### src/hw/alu_params.svh
`ifndef ALU_PARAMS_SVH
`define ALU_PARAMS_SVH

// operand width of the datapath.
`define ALU_WIDTH       32

// only the low bits of opB steer shifts and rotates.
`define ALU_SHAMT_WIDTH 5

// an opcode is a unit field above a function field.
`define ALU_UNIT_WIDTH  2
`define ALU_FUNC_WIDTH  4

// the flag word holds carry, overflow, both parities, sign and zero.
`define ALU_FLAG_COUNT  6

`endif

### src/hw/aluOpPkg.sv
`include "alu_params.svh"

package aluOpPkg;

    // the logic unit owns two pages of opcodes because it has more than sixteen functions.
    typedef enum logic [`ALU_UNIT_WIDTH-1:0] {
        UNIT_NONE  = 2'b00,
        UNIT_ARITH = 2'b01,
        UNIT_LOGIC = 2'b10, // bitwise page.
        UNIT_BITS  = 2'b11  // shift, count and reorder page.
    } aluUnit_e;

    typedef enum logic [`ALU_UNIT_WIDTH+`ALU_FUNC_WIDTH-1:0] {
        ALU_NOP    = 6'h00,
        ALU_ADD    = 6'h10,
        ALU_SUB    = 6'h11,
        ALU_INCA   = 6'h12,
        ALU_DECA   = 6'h13,
        ALU_NEG    = 6'h14,
        ALU_ABS    = 6'h15,
        ALU_SLT    = 6'h16,
        ALU_SLTU   = 6'h17,
        ALU_MIN    = 6'h18,
        ALU_MINU   = 6'h19,
        ALU_MAX    = 6'h1a,
        ALU_MAXU   = 6'h1b, // 6'h1c was the multiply code.
        ALU_AND    = 6'h20,
        ALU_OR     = 6'h21,
        ALU_XOR    = 6'h22,
        ALU_NAND   = 6'h23,
        ALU_NOR    = 6'h24,
        ALU_XNOR   = 6'h25,
        ALU_ANDN   = 6'h26,
        ALU_ORN    = 6'h27,
        ALU_XORN   = 6'h28,
        ALU_NOT    = 6'h29,
        ALU_SLL    = 6'h30,
        ALU_SRL    = 6'h31,
        ALU_SRA    = 6'h32,
        ALU_ROL    = 6'h33,
        ALU_ROR    = 6'h34,
        ALU_CLZ    = 6'h35,
        ALU_CTZ    = 6'h36,
        ALU_PCNT   = 6'h37,
        ALU_BITREV = 6'h38,
        ALU_BSWAP  = 6'h39
    } aluOp_e;

    typedef struct packed {
        aluUnit_e                   unit;
        logic [`ALU_FUNC_WIDTH-1:0] func;
    } aluOpFields_s;

    typedef union packed {
        aluOp_e       op;
        aluOpFields_s fields;
    } aluOpWord_u;

    localparam int arithFuncCount = 12;
    localparam int logicFuncCount = 10;
    localparam int bitsFuncCount  = 10;

    // function codes past the end of a page route to no unit and so act as NOP.
    function automatic aluUnit_e unitOf(aluOpWord_u word);
        logic known;
        case (word.fields.unit)
            UNIT_ARITH: known = word.fields.func < arithFuncCount;
            UNIT_LOGIC: known = word.fields.func < logicFuncCount;
            UNIT_BITS:  known = word.fields.func < bitsFuncCount;
            default:    known = 1'b0;
        endcase
        return known ? word.fields.unit : UNIT_NONE;
    endfunction

endpackage

### src/hw/aluResultPkg.sv
`include "alu_params.svh"

package aluResultPkg;

    typedef struct packed {
        logic carryOut;   // borrow for subtraction and decrement.
        logic overflow;
        logic evenParity; // set when the result holds an even number of ones.
        logic oddParity;
        logic sign;
        logic zero;
    } aluFlags_s;

    typedef struct packed {
        logic [`ALU_WIDTH-1:0] opA;
        logic [`ALU_WIDTH-1:0] opB;
        logic                  cIn;
        aluOpPkg::aluOpWord_u  op;
    } aluRequest_s;

    // what each unit hands back before the flags are derived.
    typedef struct packed {
        logic [`ALU_WIDTH-1:0] value;
        logic                  carryOut;
        logic                  overflow;
    } unitResult_s;

    typedef struct packed {
        logic [`ALU_WIDTH-1:0] result;
        aluFlags_s             flags;
        logic                  outValid;
    } aluResponse_s;

endpackage

### src/hw/ArithmeticOps.sv
`include "alu_params.svh"

module ArithmeticOps (
    input  aluOpPkg::aluOp_e          op,
    input  logic [`ALU_WIDTH-1:0]     opA,
    input  logic [`ALU_WIDTH-1:0]     opB,
    input  logic                      cIn,
    output aluResultPkg::unitResult_s res
);
    import aluOpPkg::*;

    localparam int msb = `ALU_WIDTH - 1;

    logic [`ALU_WIDTH-1:0] addB;
    logic [`ALU_WIDTH-1:0] addBEff;
    logic [`ALU_WIDTH-1:0] addSum;
    logic [`ALU_WIDTH-1:0] negA;
    logic                  addCin;
    logic                  addSub;
    logic                  rawCarry;
    logic                  addCarry;
    logic                  addOverflow;
    logic                  lessSigned;
    logic                  lessUnsigned;

    // ADD, SUB, INCA and DECA share one adder.
    always_comb begin
        addB   = opB;
        addCin = cIn;
        addSub = 1'b0;
        case (op)
            ALU_SUB: begin
                addSub = 1'b1;
            end
            ALU_INCA: begin
                addB   = `ALU_WIDTH'(1);
                addCin = 1'b0;
            end
            ALU_DECA: begin
                addB   = `ALU_WIDTH'(1);
                addCin = 1'b0;
                addSub = 1'b1;
            end
            default: ;
        endcase
    end

    // subtraction adds the inverted operand and turns the carry-in into a borrow-in.
    assign addBEff = addSub ? ~addB : addB;
    assign {rawCarry, addSum} = {1'b0, opA} + {1'b0, addBEff}
                              + (`ALU_WIDTH+1)'(addSub ^ addCin);

    assign addCarry    = rawCarry ^ addSub; // a missing carry on subtraction is a borrow.
    assign addOverflow = (opA[msb] == addBEff[msb]) && (addSum[msb] != opA[msb]);

    assign negA = ~opA + `ALU_WIDTH'(1);

    assign lessSigned   = $signed(opA) < $signed(opB);
    assign lessUnsigned = opA < opB;

    always_comb begin
        res = '0;
        case (op)
            ALU_ADD, ALU_SUB, ALU_INCA, ALU_DECA: begin
                res.value    = addSum;
                res.carryOut = addCarry;
                res.overflow = addOverflow;
            end
            ALU_NEG: begin
                res.value = negA;
            end
            ALU_ABS: begin
                res.value = opA[msb] ? negA : opA;
                // only the most negative value is still negative after negation.
                res.overflow = opA[msb] & negA[msb];
            end
            ALU_SLT: begin
                res.value = `ALU_WIDTH'(lessSigned);
            end
            ALU_SLTU: begin
                res.value = `ALU_WIDTH'(lessUnsigned);
            end
            ALU_MIN: begin
                res.value = lessSigned ? opA : opB;
            end
            ALU_MINU: begin
                res.value = lessUnsigned ? opA : opB;
            end
            ALU_MAX: begin
                res.value = lessSigned ? opB : opA;
            end
            ALU_MAXU: begin
                res.value = lessUnsigned ? opB : opA;
            end
            default: ; // anything else belongs to another unit.
        endcase
    end

endmodule

### src/hw/LogicOps.sv
`include "alu_params.svh"

module LogicOps (
    input  aluOpPkg::aluOp_e          op,
    input  logic [`ALU_WIDTH-1:0]     opA,
    input  logic [`ALU_WIDTH-1:0]     opB,
    output aluResultPkg::unitResult_s res
);
    import aluOpPkg::*;

    // wide enough to hold a count of 32.
    localparam int countWidth = $clog2(`ALU_WIDTH + 1);

    logic [`ALU_SHAMT_WIDTH-1:0] shamt;
    logic [2*`ALU_WIDTH-1:0]     rotLeft;
    logic [2*`ALU_WIDTH-1:0]     rotRight;
    logic [`ALU_WIDTH-1:0]       bitRev;
    logic [`ALU_WIDTH-1:0]       byteSwap;
    logic [countWidth-1:0]       leadZeros;
    logic [countWidth-1:0]       trailZeros;
    logic [countWidth-1:0]       onesCount;

    assign shamt = opB[`ALU_SHAMT_WIDTH-1:0];

    // shifting a doubled word leaves the rotated word in one half.
    assign rotLeft  = {opA, opA} << shamt;
    assign rotRight = {opA, opA} >> shamt;

    assign bitRev   = {<<{opA}};
    assign byteSwap = {<<8{opA}};

    always_comb begin
        leadZeros  = countWidth'(`ALU_WIDTH); // a zero word counts as all zeros.
        trailZeros = countWidth'(`ALU_WIDTH);
        onesCount  = '0;
        for (int i = 0; i < `ALU_WIDTH; i++) begin
            // the highest set bit is the last one seen going up.
            if (opA[i]) begin
                leadZeros = countWidth'(`ALU_WIDTH - 1 - i);
            end
            // the lowest set bit is the last one seen going down.
            if (opA[`ALU_WIDTH - 1 - i]) begin
                trailZeros = countWidth'(`ALU_WIDTH - 1 - i);
            end
            onesCount = onesCount + countWidth'(opA[i]);
        end
    end

    always_comb begin
        res = '0; // this unit never reports carry or overflow.
        case (op)
            ALU_AND: begin
                res.value = opA & opB;
            end
            ALU_OR: begin
                res.value = opA | opB;
            end
            ALU_XOR: begin
                res.value = opA ^ opB;
            end
            ALU_NAND: begin
                res.value = ~(opA & opB);
            end
            ALU_NOR: begin
                res.value = ~(opA | opB);
            end
            ALU_XNOR: begin
                res.value = ~(opA ^ opB);
            end
            ALU_ANDN: begin
                res.value = opA & ~opB;
            end
            ALU_ORN: begin
                res.value = opA | ~opB;
            end
            ALU_XORN: begin
                res.value = opA ^ ~opB;
            end
            ALU_NOT: begin
                res.value = ~opA;
            end
            ALU_SLL: begin
                res.value = opA << shamt;
            end
            ALU_SRL: begin
                res.value = opA >> shamt;
            end
            ALU_SRA: begin
                res.value = $signed(opA) >>> shamt;
            end
            ALU_ROL: begin
                res.value = rotLeft[2*`ALU_WIDTH-1:`ALU_WIDTH];
            end
            ALU_ROR: begin
                res.value = rotRight[`ALU_WIDTH-1:0];
            end
            ALU_CLZ: begin
                res.value = `ALU_WIDTH'(leadZeros);
            end
            ALU_CTZ: begin
                res.value = `ALU_WIDTH'(trailZeros);
            end
            ALU_PCNT: begin
                res.value = `ALU_WIDTH'(onesCount);
            end
            ALU_BITREV: begin
                res.value = bitRev;
            end
            ALU_BSWAP: begin
                res.value = byteSwap;
            end
            default: ;
        endcase
    end

endmodule

### src/hw/ResultStage.sv
`include "alu_params.svh"

module ResultStage (
    input  logic                       clk,
    input  logic                       reset,
    input  logic                       enable,
    input  aluOpPkg::aluUnit_e         unit,
    input  aluResultPkg::unitResult_s  arith,
    input  aluResultPkg::unitResult_s  logical,
    output aluResultPkg::aluResponse_s rsp
);
    import aluOpPkg::*;
    import aluResultPkg::*;

    unitResult_s                chosen;
    logic                       evenParity;
    logic [`ALU_FLAG_COUNT-1:0] flagWord;

    always_comb begin
        chosen = '0;
        case (unit)
            UNIT_ARITH: begin
                chosen = arith;
            end
            UNIT_LOGIC, UNIT_BITS: begin
                chosen.value = logical.value; // carry and overflow stay clear.
            end
            default: ;
        endcase
    end

    assign evenParity = ~^chosen.value;

    // bits are packed in the same order as aluFlags_s.
    always_comb begin
        if (unit == UNIT_NONE) begin
            flagWord = '0; // a NOP reports no flags at all, not even zero.
        end else begin
            flagWord = {chosen.carryOut, chosen.overflow, evenParity, ~evenParity,
                        chosen.value[`ALU_WIDTH-1], ~|chosen.value};
        end
    end

    // result and flags hold between requests while the valid bit drops.
    always_ff @(posedge clk) begin
        if (reset) begin
            rsp <= '0;
        end else begin
            rsp.outValid <= enable;
            if (enable) begin
                rsp.result <= chosen.value;
                rsp.flags  <= flagWord;
            end
        end
    end

endmodule

### src/hw/ALU.sv
module ALU (
    input  logic                       clk,
    input  logic                       reset,
    input  logic                       enable,
    input  aluResultPkg::aluRequest_s  req,
    output aluResultPkg::aluResponse_s rsp
);
    import aluOpPkg::*;
    import aluResultPkg::*;

    unitResult_s arithRes;
    unitResult_s logicRes;
    aluUnit_e    unit;

    // the fields view of the opcode picks the unit.
    assign unit = unitOf(req.op);

    // both units see every request and the stage keeps one answer.
    ArithmeticOps arithmeticOps (
        .op (req.op.op),
        .opA(req.opA),
        .opB(req.opB),
        .cIn(req.cIn),
        .res(arithRes)
    );

    LogicOps logicOps (
        .op (req.op.op),
        .opA(req.opA),
        .opB(req.opB),
        .res(logicRes)
    );

    ResultStage resultStage (
        .clk    (clk),
        .reset  (reset),
        .enable (enable),
        .unit   (unit),
        .arith  (arithRes),
        .logical(logicRes),
        .rsp    (rsp)
    );

endmodule

### config.mk
export PLATFORM = sky130hd
export DESIGN_NAME = ALU
export DESIGN_NICKNAME = d
export VERILOG_FILES = /design/src/hw/aluOpPkg.sv /design/src/hw/aluResultPkg.sv /design/src/hw/ArithmeticOps.sv /design/src/hw/LogicOps.sv /design/src/hw/ResultStage.sv /design/src/hw/ALU.sv
export VERILOG_INCLUDE_DIRS = /design/src /design/src/hw
export SDC_FILE = /design/constraint.sdc
export NUM_CORES = 1
export LEC_CHECK = 0
export ABC_AREA = 1
export BUFFER_PORTS_ARGS = -buffer_cell sky130_fd_sc_hd__buf_2
export CAP_MARGIN = 5
export CORE_MARGIN = 2
export CORE_UTILIZATION = 33
export DETAILED_ROUTE_END_ITERATION = 10
export PLACE_DENSITY = 0.59
export SYNTH_ARGS = -nofsm -noshare
export SYNTH_HDL_FRONTEND = slang
export SYNTH_SLANG_ARGS = --single-unit
### constraint.sdc
create_clock -name clk -period 17 [get_ports clk]
set_clock_uncertainty 0.1 [all_clocks]
set_input_delay 0.85 -clock clk [delete_from_list [all_inputs] [get_ports clk]]
set_output_delay 0.85 -clock clk [all_outputs]
set_load 0.02 [all_outputs]
==> Word-level counts from Yosys, hierarchy flattened <==
Index checks and enable logic that the tools add are counted.
{ "totals": {"output_inout_bits": 39, "wordCells": 199, "inputBits": 74, "ff_bits": 39} }
{ "op_classes": {"bitwise": 16, "n_shift": 5, "addsub": 34, "eq_ne": 40, "n_mux": 82, "order_cmp": 4, "reduce_logical": 10} }
{ "ops": {"columns": ["cell", "n"], "rows": [
  ["case mux 32 bit (20 select lines)", 1],
  ["two-way mux 6 bit", 65],
  ["case mux 32 bit (9 select lines)", 1],
  ["two-way mux 32 bit", 7],
  ["NOT 32 bit", 6],
  ["adder 6 x 1 -> 6 bit", 30],
  ["== test 6 bit (second input constant)", 20],
  ["== test 6 x 5 -> 1 bit (second input constant)", 12],
  ["AND 32 bit", 2],
  ["less-than comparator 32 bit", 2],
  ["OR 32 bit", 2],
  ["case mux 32 bit (2 select lines)", 1],
  ["left shift 64 x 5 -> 64 bit", 1],
  [">> shifter 64 x 5 -> 32 bit", 1],
  ["XOR 32 bit", 2],
  ["adder 32 x 32 -> 33 bit", 1],
  ["adder 33 bit", 1],
  ["adder 32 x 1 -> 32 bit (second input constant)", 1],
  ["OR reduction 32 bit", 1],
  ["XNOR reduction 32 bit", 1],
  ["left shift 32 x 5 -> 32 bit", 1],
  [">> shifter 32 x 5 -> 32 bit", 1],
  [">>> shifter 32 x 5 -> 32 bit", 1],
  ["== test 2 bit (second input constant)", 4],
  ["other kinds (16)", 26]
]} }

==> Longest topological paths before layout <==
{ "logic_depth": {"depth_word": 37, "depth_mapped": 40, "mapped_depth_nobuf": 39} }

==> Hierarchy <==
From an unflattened synthesis, not the netlist that was laid out.
{ "hier_totals": {"hier_cells": 3511, "hier_area_um2": 19481.2} }
{ "modules_own_cells": {"columns": ["module", "seq_area_each_um2", "cells_each", "n_inst", "area_per_inst_um2"], "rows": [
  ["LogicOps", 0.0, 1715, 1, 9829.4],
  ["ArithmeticOps", 0.0, 1417, 1, 7090.6],
  ["ResultStage", 780.7, 371, 1, 2524.9],
  ["ALU", 0.0, 8, 1, 36.3]
]} }

==> Worst setup path after synthesis <==
Ideal clock, no wire load.
{ "synth_timing": {"kind": "input to register", "from": "in req[63] in the netlist's numbering", "to": "reg, netlist name resultStage.rsp[4]", "slack_ps": 9556, "arrival_time_ps": 7227, "path_stages": 28, "path_buffers": 1, "required_ps": 16783, "setup_ps": 117, "path_cell_list": "buf_2 -> clkinv_1 -> fa_1 -> fa_1 -> inv_1 -> fa_1 -> inv_1 -> fa_1 -> fa_1 -> fa_1 -> fa_1 -> fa_1 -> inv_1 -> nand2_1 -> nand3_1 -> o21ai_0 -> nor4_1 -> o2111ai_1 -> a2111o_1 -> a21oi_1 -> inv_1 -> nor2_1 -> ha_1 -> xnor2_1 -> xnor2_1 -> xnor2_1 -> xnor2_1 -> a22o_1"} }
{ "synth_via": {"elab_chain_len": 29, "elab_cells_between_ends": 71, "cone_classes": "11 x add/sub; 2 x order compare; 5 x shift; 42 x mux; 10 x bitwise; 1 x reduce/logical"} }
{ "synth_rtl": {"columns": ["element", "line", "source"], "rows": [
  ["from (decl)", "ALU.sv:5", "input aluResultPkg::aluRequest_s req,"],
  ["parallel branches: the longest is 26 deep, another holds adder 6 x 1 -> 6 bit", null, null],
  ["case mux 32 bit (2 select lines) *", "ResultStage.sv:21", "case (unit)"],
  ["XNOR reduction 32 bit *", "ResultStage.sv:32", "assign evenParity = ~^chosen.value;"],
  ["two-way mux 6 bit *", "ResultStage.sv:36", "if (unit == UNIT_NONE) begin"]
]} }
Mark *: on every way between the ends.
A chain may end at the register's enable or synchronous reset.

==> Worst setup path in the final report <==
{ "layout_timing": {"from": "in req[65] in the netlist's numbering", "to": "reg, netlist name resultStage.rsp[4]"} }
{ "layout_via": {"elab_chain_len": 31, "elab_cells_between_ends": 69, "cone_classes": "9 x add/sub; 2 x order compare; 5 x shift; 42 x mux; 10 x bitwise; 1 x reduce/logical"} }
{ "layout_rtl": {"columns": ["element", "line"], "rows": [
  ["parallel branches: the longest is 28 deep, another holds adder 6 x 1 -> 6 bit", null],
  ["case mux 32 bit (2 select lines) *", "ResultStage.sv:21"],
  ["XNOR reduction 32 bit *", "ResultStage.sv:32"],
  ["two-way mux 6 bit *", "ResultStage.sv:36"]
]} }
Marks and branches as above.

==> results.yml <==
outcome:
  status: "finished clean"
setup_path:
  crit_arrival_ns: 8.56
  r2r_setup_slack_ns: 16.29
  crit_start: "req[65]"
  reg2reg_depth: 2
  critPathKind: "in -> reg"
  r2r-end: "resultStage.rsp[1]"
  critical_path.max_fanout: 11
  setup.worst_path.end: "resultStage.rsp[4]"
  required_ns: 17.08
  worst_setup_path_end_kind: "flip-flop"
  startpoint_type: "primary input"
  critical_path.reg2reg.startpoint: "resultStage.rsp[1]"
final_layout:
  top_register: "resultStage.rsp"
  syn_to_final_growth_pct: 8.35
  drive_gt1_share_pct: 9.23
  nets: 3081
  reg.largest.list: "resultStage.rsp x39"
  mostFrequentLayoutCell: "nand2_1"
  fillCellCount: 5448
  final_cell_mix: "nand2_1, inv_1, o21ai_0"
  largest_reg_flops: 39
worst_hold_path:
  holdCritPathClass: "reg -> reg"
power:
  p_leak_nw: 8.05
  p_per_area_nw_per_um2: 54.4
  power_mw: 0.934
  peakVddDrop_mv: 0.138
sta:
  worst_pin_slew_ns: 1.40
  slew_headroom_pct: 6.30
  finalCriticalPeriod_ns: 8.49
  fin_crit_sh_pct: 49.9
  hold_viol_final: 0
  fmax_mhz: 118
  finalSetupViolations: 0
  slew_viol_final: 0
  rsz0062_at_grt: "false"
  tns_ns: 0
detailed_routing:
  num_vias: 21011
  drtIter0Drc: 3069
  final_antenna_net_count: 0
  drt_wl_total_um: 96100
  drt-pass1-iter-count: 6
  wl_per_cell_um: 28.2
  drc: 0
  viasPerCell: 6.16
die:
  die_h_um: 223
  rows: 80
  die_x_um: 223
  fp.coreArea_um2: 47500
  dieArea_um2: 49800
  initial_core_util_pct: 33.3
  io_pins: 113
cts:
  cts-root-buf: "clkbuf_16"
  cts.path.max_buffers: 2
  clk_pin_slew_ns: 0.06
  cts_tree: "built"
  clock_latency_ns: 0.28
  clock_sinks: 39
  cts_resized: 0
  cts-htree-levels: 2
  postCtsHoldBufs: 0
  numCtsBuffers: 5
  cts_setup_buffers: 0
synthesis:
  postSynthCellCount: 2765
  synth_top_area_share_pct: 17.2
  yosys.area.top_type: "nand2_1"
  synth_ff_type: "dfxtp_1"
  synth-edff-count: 0
  ys_async_sr_fraction_pct: 0
  yosysUniqueCellTypes: 68
  synth.avg_cell_area_um2: 5.73
  ys_warn_count: 0
  ys_top_cells_by_area: "nand2_1, ha_1, o21ai_0, inv_1, a21oi_1"
  syn_nets: 3053
  ys_ff_latch: 39
  seq_area_frac_synth_pct: 4.93
  syn_area_um2: 15800
placement:
  dp.final_hpwl_um: 74900
  io_buffers: 112
  gp_congestion: 1.10
global_routing:
  grt_pass1_vias: 19149
  antenna_found_initial: 1
  grt_max_degree: 77
  grt_use_total_pct: 37.3
  grt_overflow: 0
  grt_pass1_wl_um: 136000
job:
  cap_violations: 0
-- cell families (layout without fill, tap and decap cells) --
group / after synthesis / after routing / synth area share, %
AOI/OAI and AO/OA: 806 / 806 / 30.8
xor gates and xnor gates: 54 / 54 / 2.98
adders and majority gates: 214 / 214 / 18.1
buffers and inverters: 513 / 542 / 12.5
DFF: 39 / 39 / 4.93
muxes: 18 / 18 / 1.14
other: 0 / 2 / 0
and+or+nand+nor: 1121 / 1121 / 29.6
-- worst min path at each step --
stage,from,endpoint,cells past startpoint,slack (ns)
final,resultStage.rsp[38],resultStage.rsp[38],2,0.35
after global routing,resultStage.rsp[5],resultStage.rsp[5],2,0.37
after CTS,resultStage.rsp[2],resultStage.rsp[2],2,0.35
after detailed placement,resultStage.rsp[2],resultStage.rsp[2],2,0.34
after global placement,resultStage.rsp[2],resultStage.rsp[2],2,0.33
after floorplan,resultStage.rsp[17],resultStage.rsp[17],2,0.43
-- worst max-delay path, cell delays in order --
cell	delay, ns
buf_2	0.25
clkinv_1	0.43
fa_1	0.73
fa_1	0.55
inv_1	0.05
fa_1	0.49
inv_1	0.06
fa_1	0.47
fa_1	0.51
fa_1	0.43
fa_1	0.44
fa_1	0.43
inv_1	0.07
nand2_1	0.07
nand3_1	0.14
o21ai_0	0.13
nor4_1	0.29
o2111ai_1	0.19
a2111o_1	0.32
a21oi_1	0.36
inv_1	0.08
nor2_1	0.18
ha_1	0.27
xnor2_1	0.18
xnor2_1	0.16
xnor2_1	0.16
xnor2_1	0.10
a22o_1	0.18
-- cell usage after synthesis (all sizes together) (2+ instances only) --
cell,instances
nor3,30
o221a,2
clkinv,20
a221oi,28
mux2i,18
nor2,203
a211oi,23
o31ai,7
xnor2,46
nand2,734
nand4,29
clkbuf,88
or2,14
nand3b,6
a22o,3
dfxtp,39
a211o,3
nor4,16
fa,26
o21ai,320
inv,357
o311ai,3
and3,3
buf,48
o211ai,24
a2111oi,9
o221ai,22
a32o,5
nand3,83
a31oi,15
o21a,14
nor3b,2
o2111ai,40
xor2,8
a21boi,5
a21oi,186
o22ai,76
o2111a,2
ha,188
o21bai,4
a22oi,8
-- report_power, final --
part | internal, mW | leakage (nW) | total [mW] | switching, mW
sequential | 0.0981 | 0.318 | 0.101 | 0.00342
clock | 0.0691 | 0.0838 | 0.105 | 0.0363
combinational | 0.242 | 7.65 | 0.727 | 0.485
-- layer usage --
metal	wire length (um)	GRT usage [%]
met1	38400	49.0
met2	37700	53.0
met3	12200	10.3
met4	7780	24.9
met5	13	0
-- per-stage QoR --
stage               setup slack (ns)  instances  area (um^2)  utilization (%)  hold slack, ns
floorplan                       9.56       2765        15800                -           0.431
global placement                8.39       3401        17000             35.8           0.332
detailed placement              8.35       3401        17000             35.8           0.337
CTS                             8.65       3409        17200             36.1           0.351
global route                    8.11       3409        17200             36.1           0.373
finish                          8.51       3411        17200             36.1           0.348
-- final cells by class --
class	instances	area, um^2	share of cell area, %
Multi-Input combinational cell	2213	13100	76.5
Inverter	377	1420	8.24
Timing Repair Buffer	157	898	5.23
Sequential cell	39	781	4.55
Tap cell	615	769	4.48
Clock buffer	5	125	0.729
Clock inverter	3	43.8	0.255
Antenna cell	2	5.00	0.0291
Power figures use the tool's default switching activity.
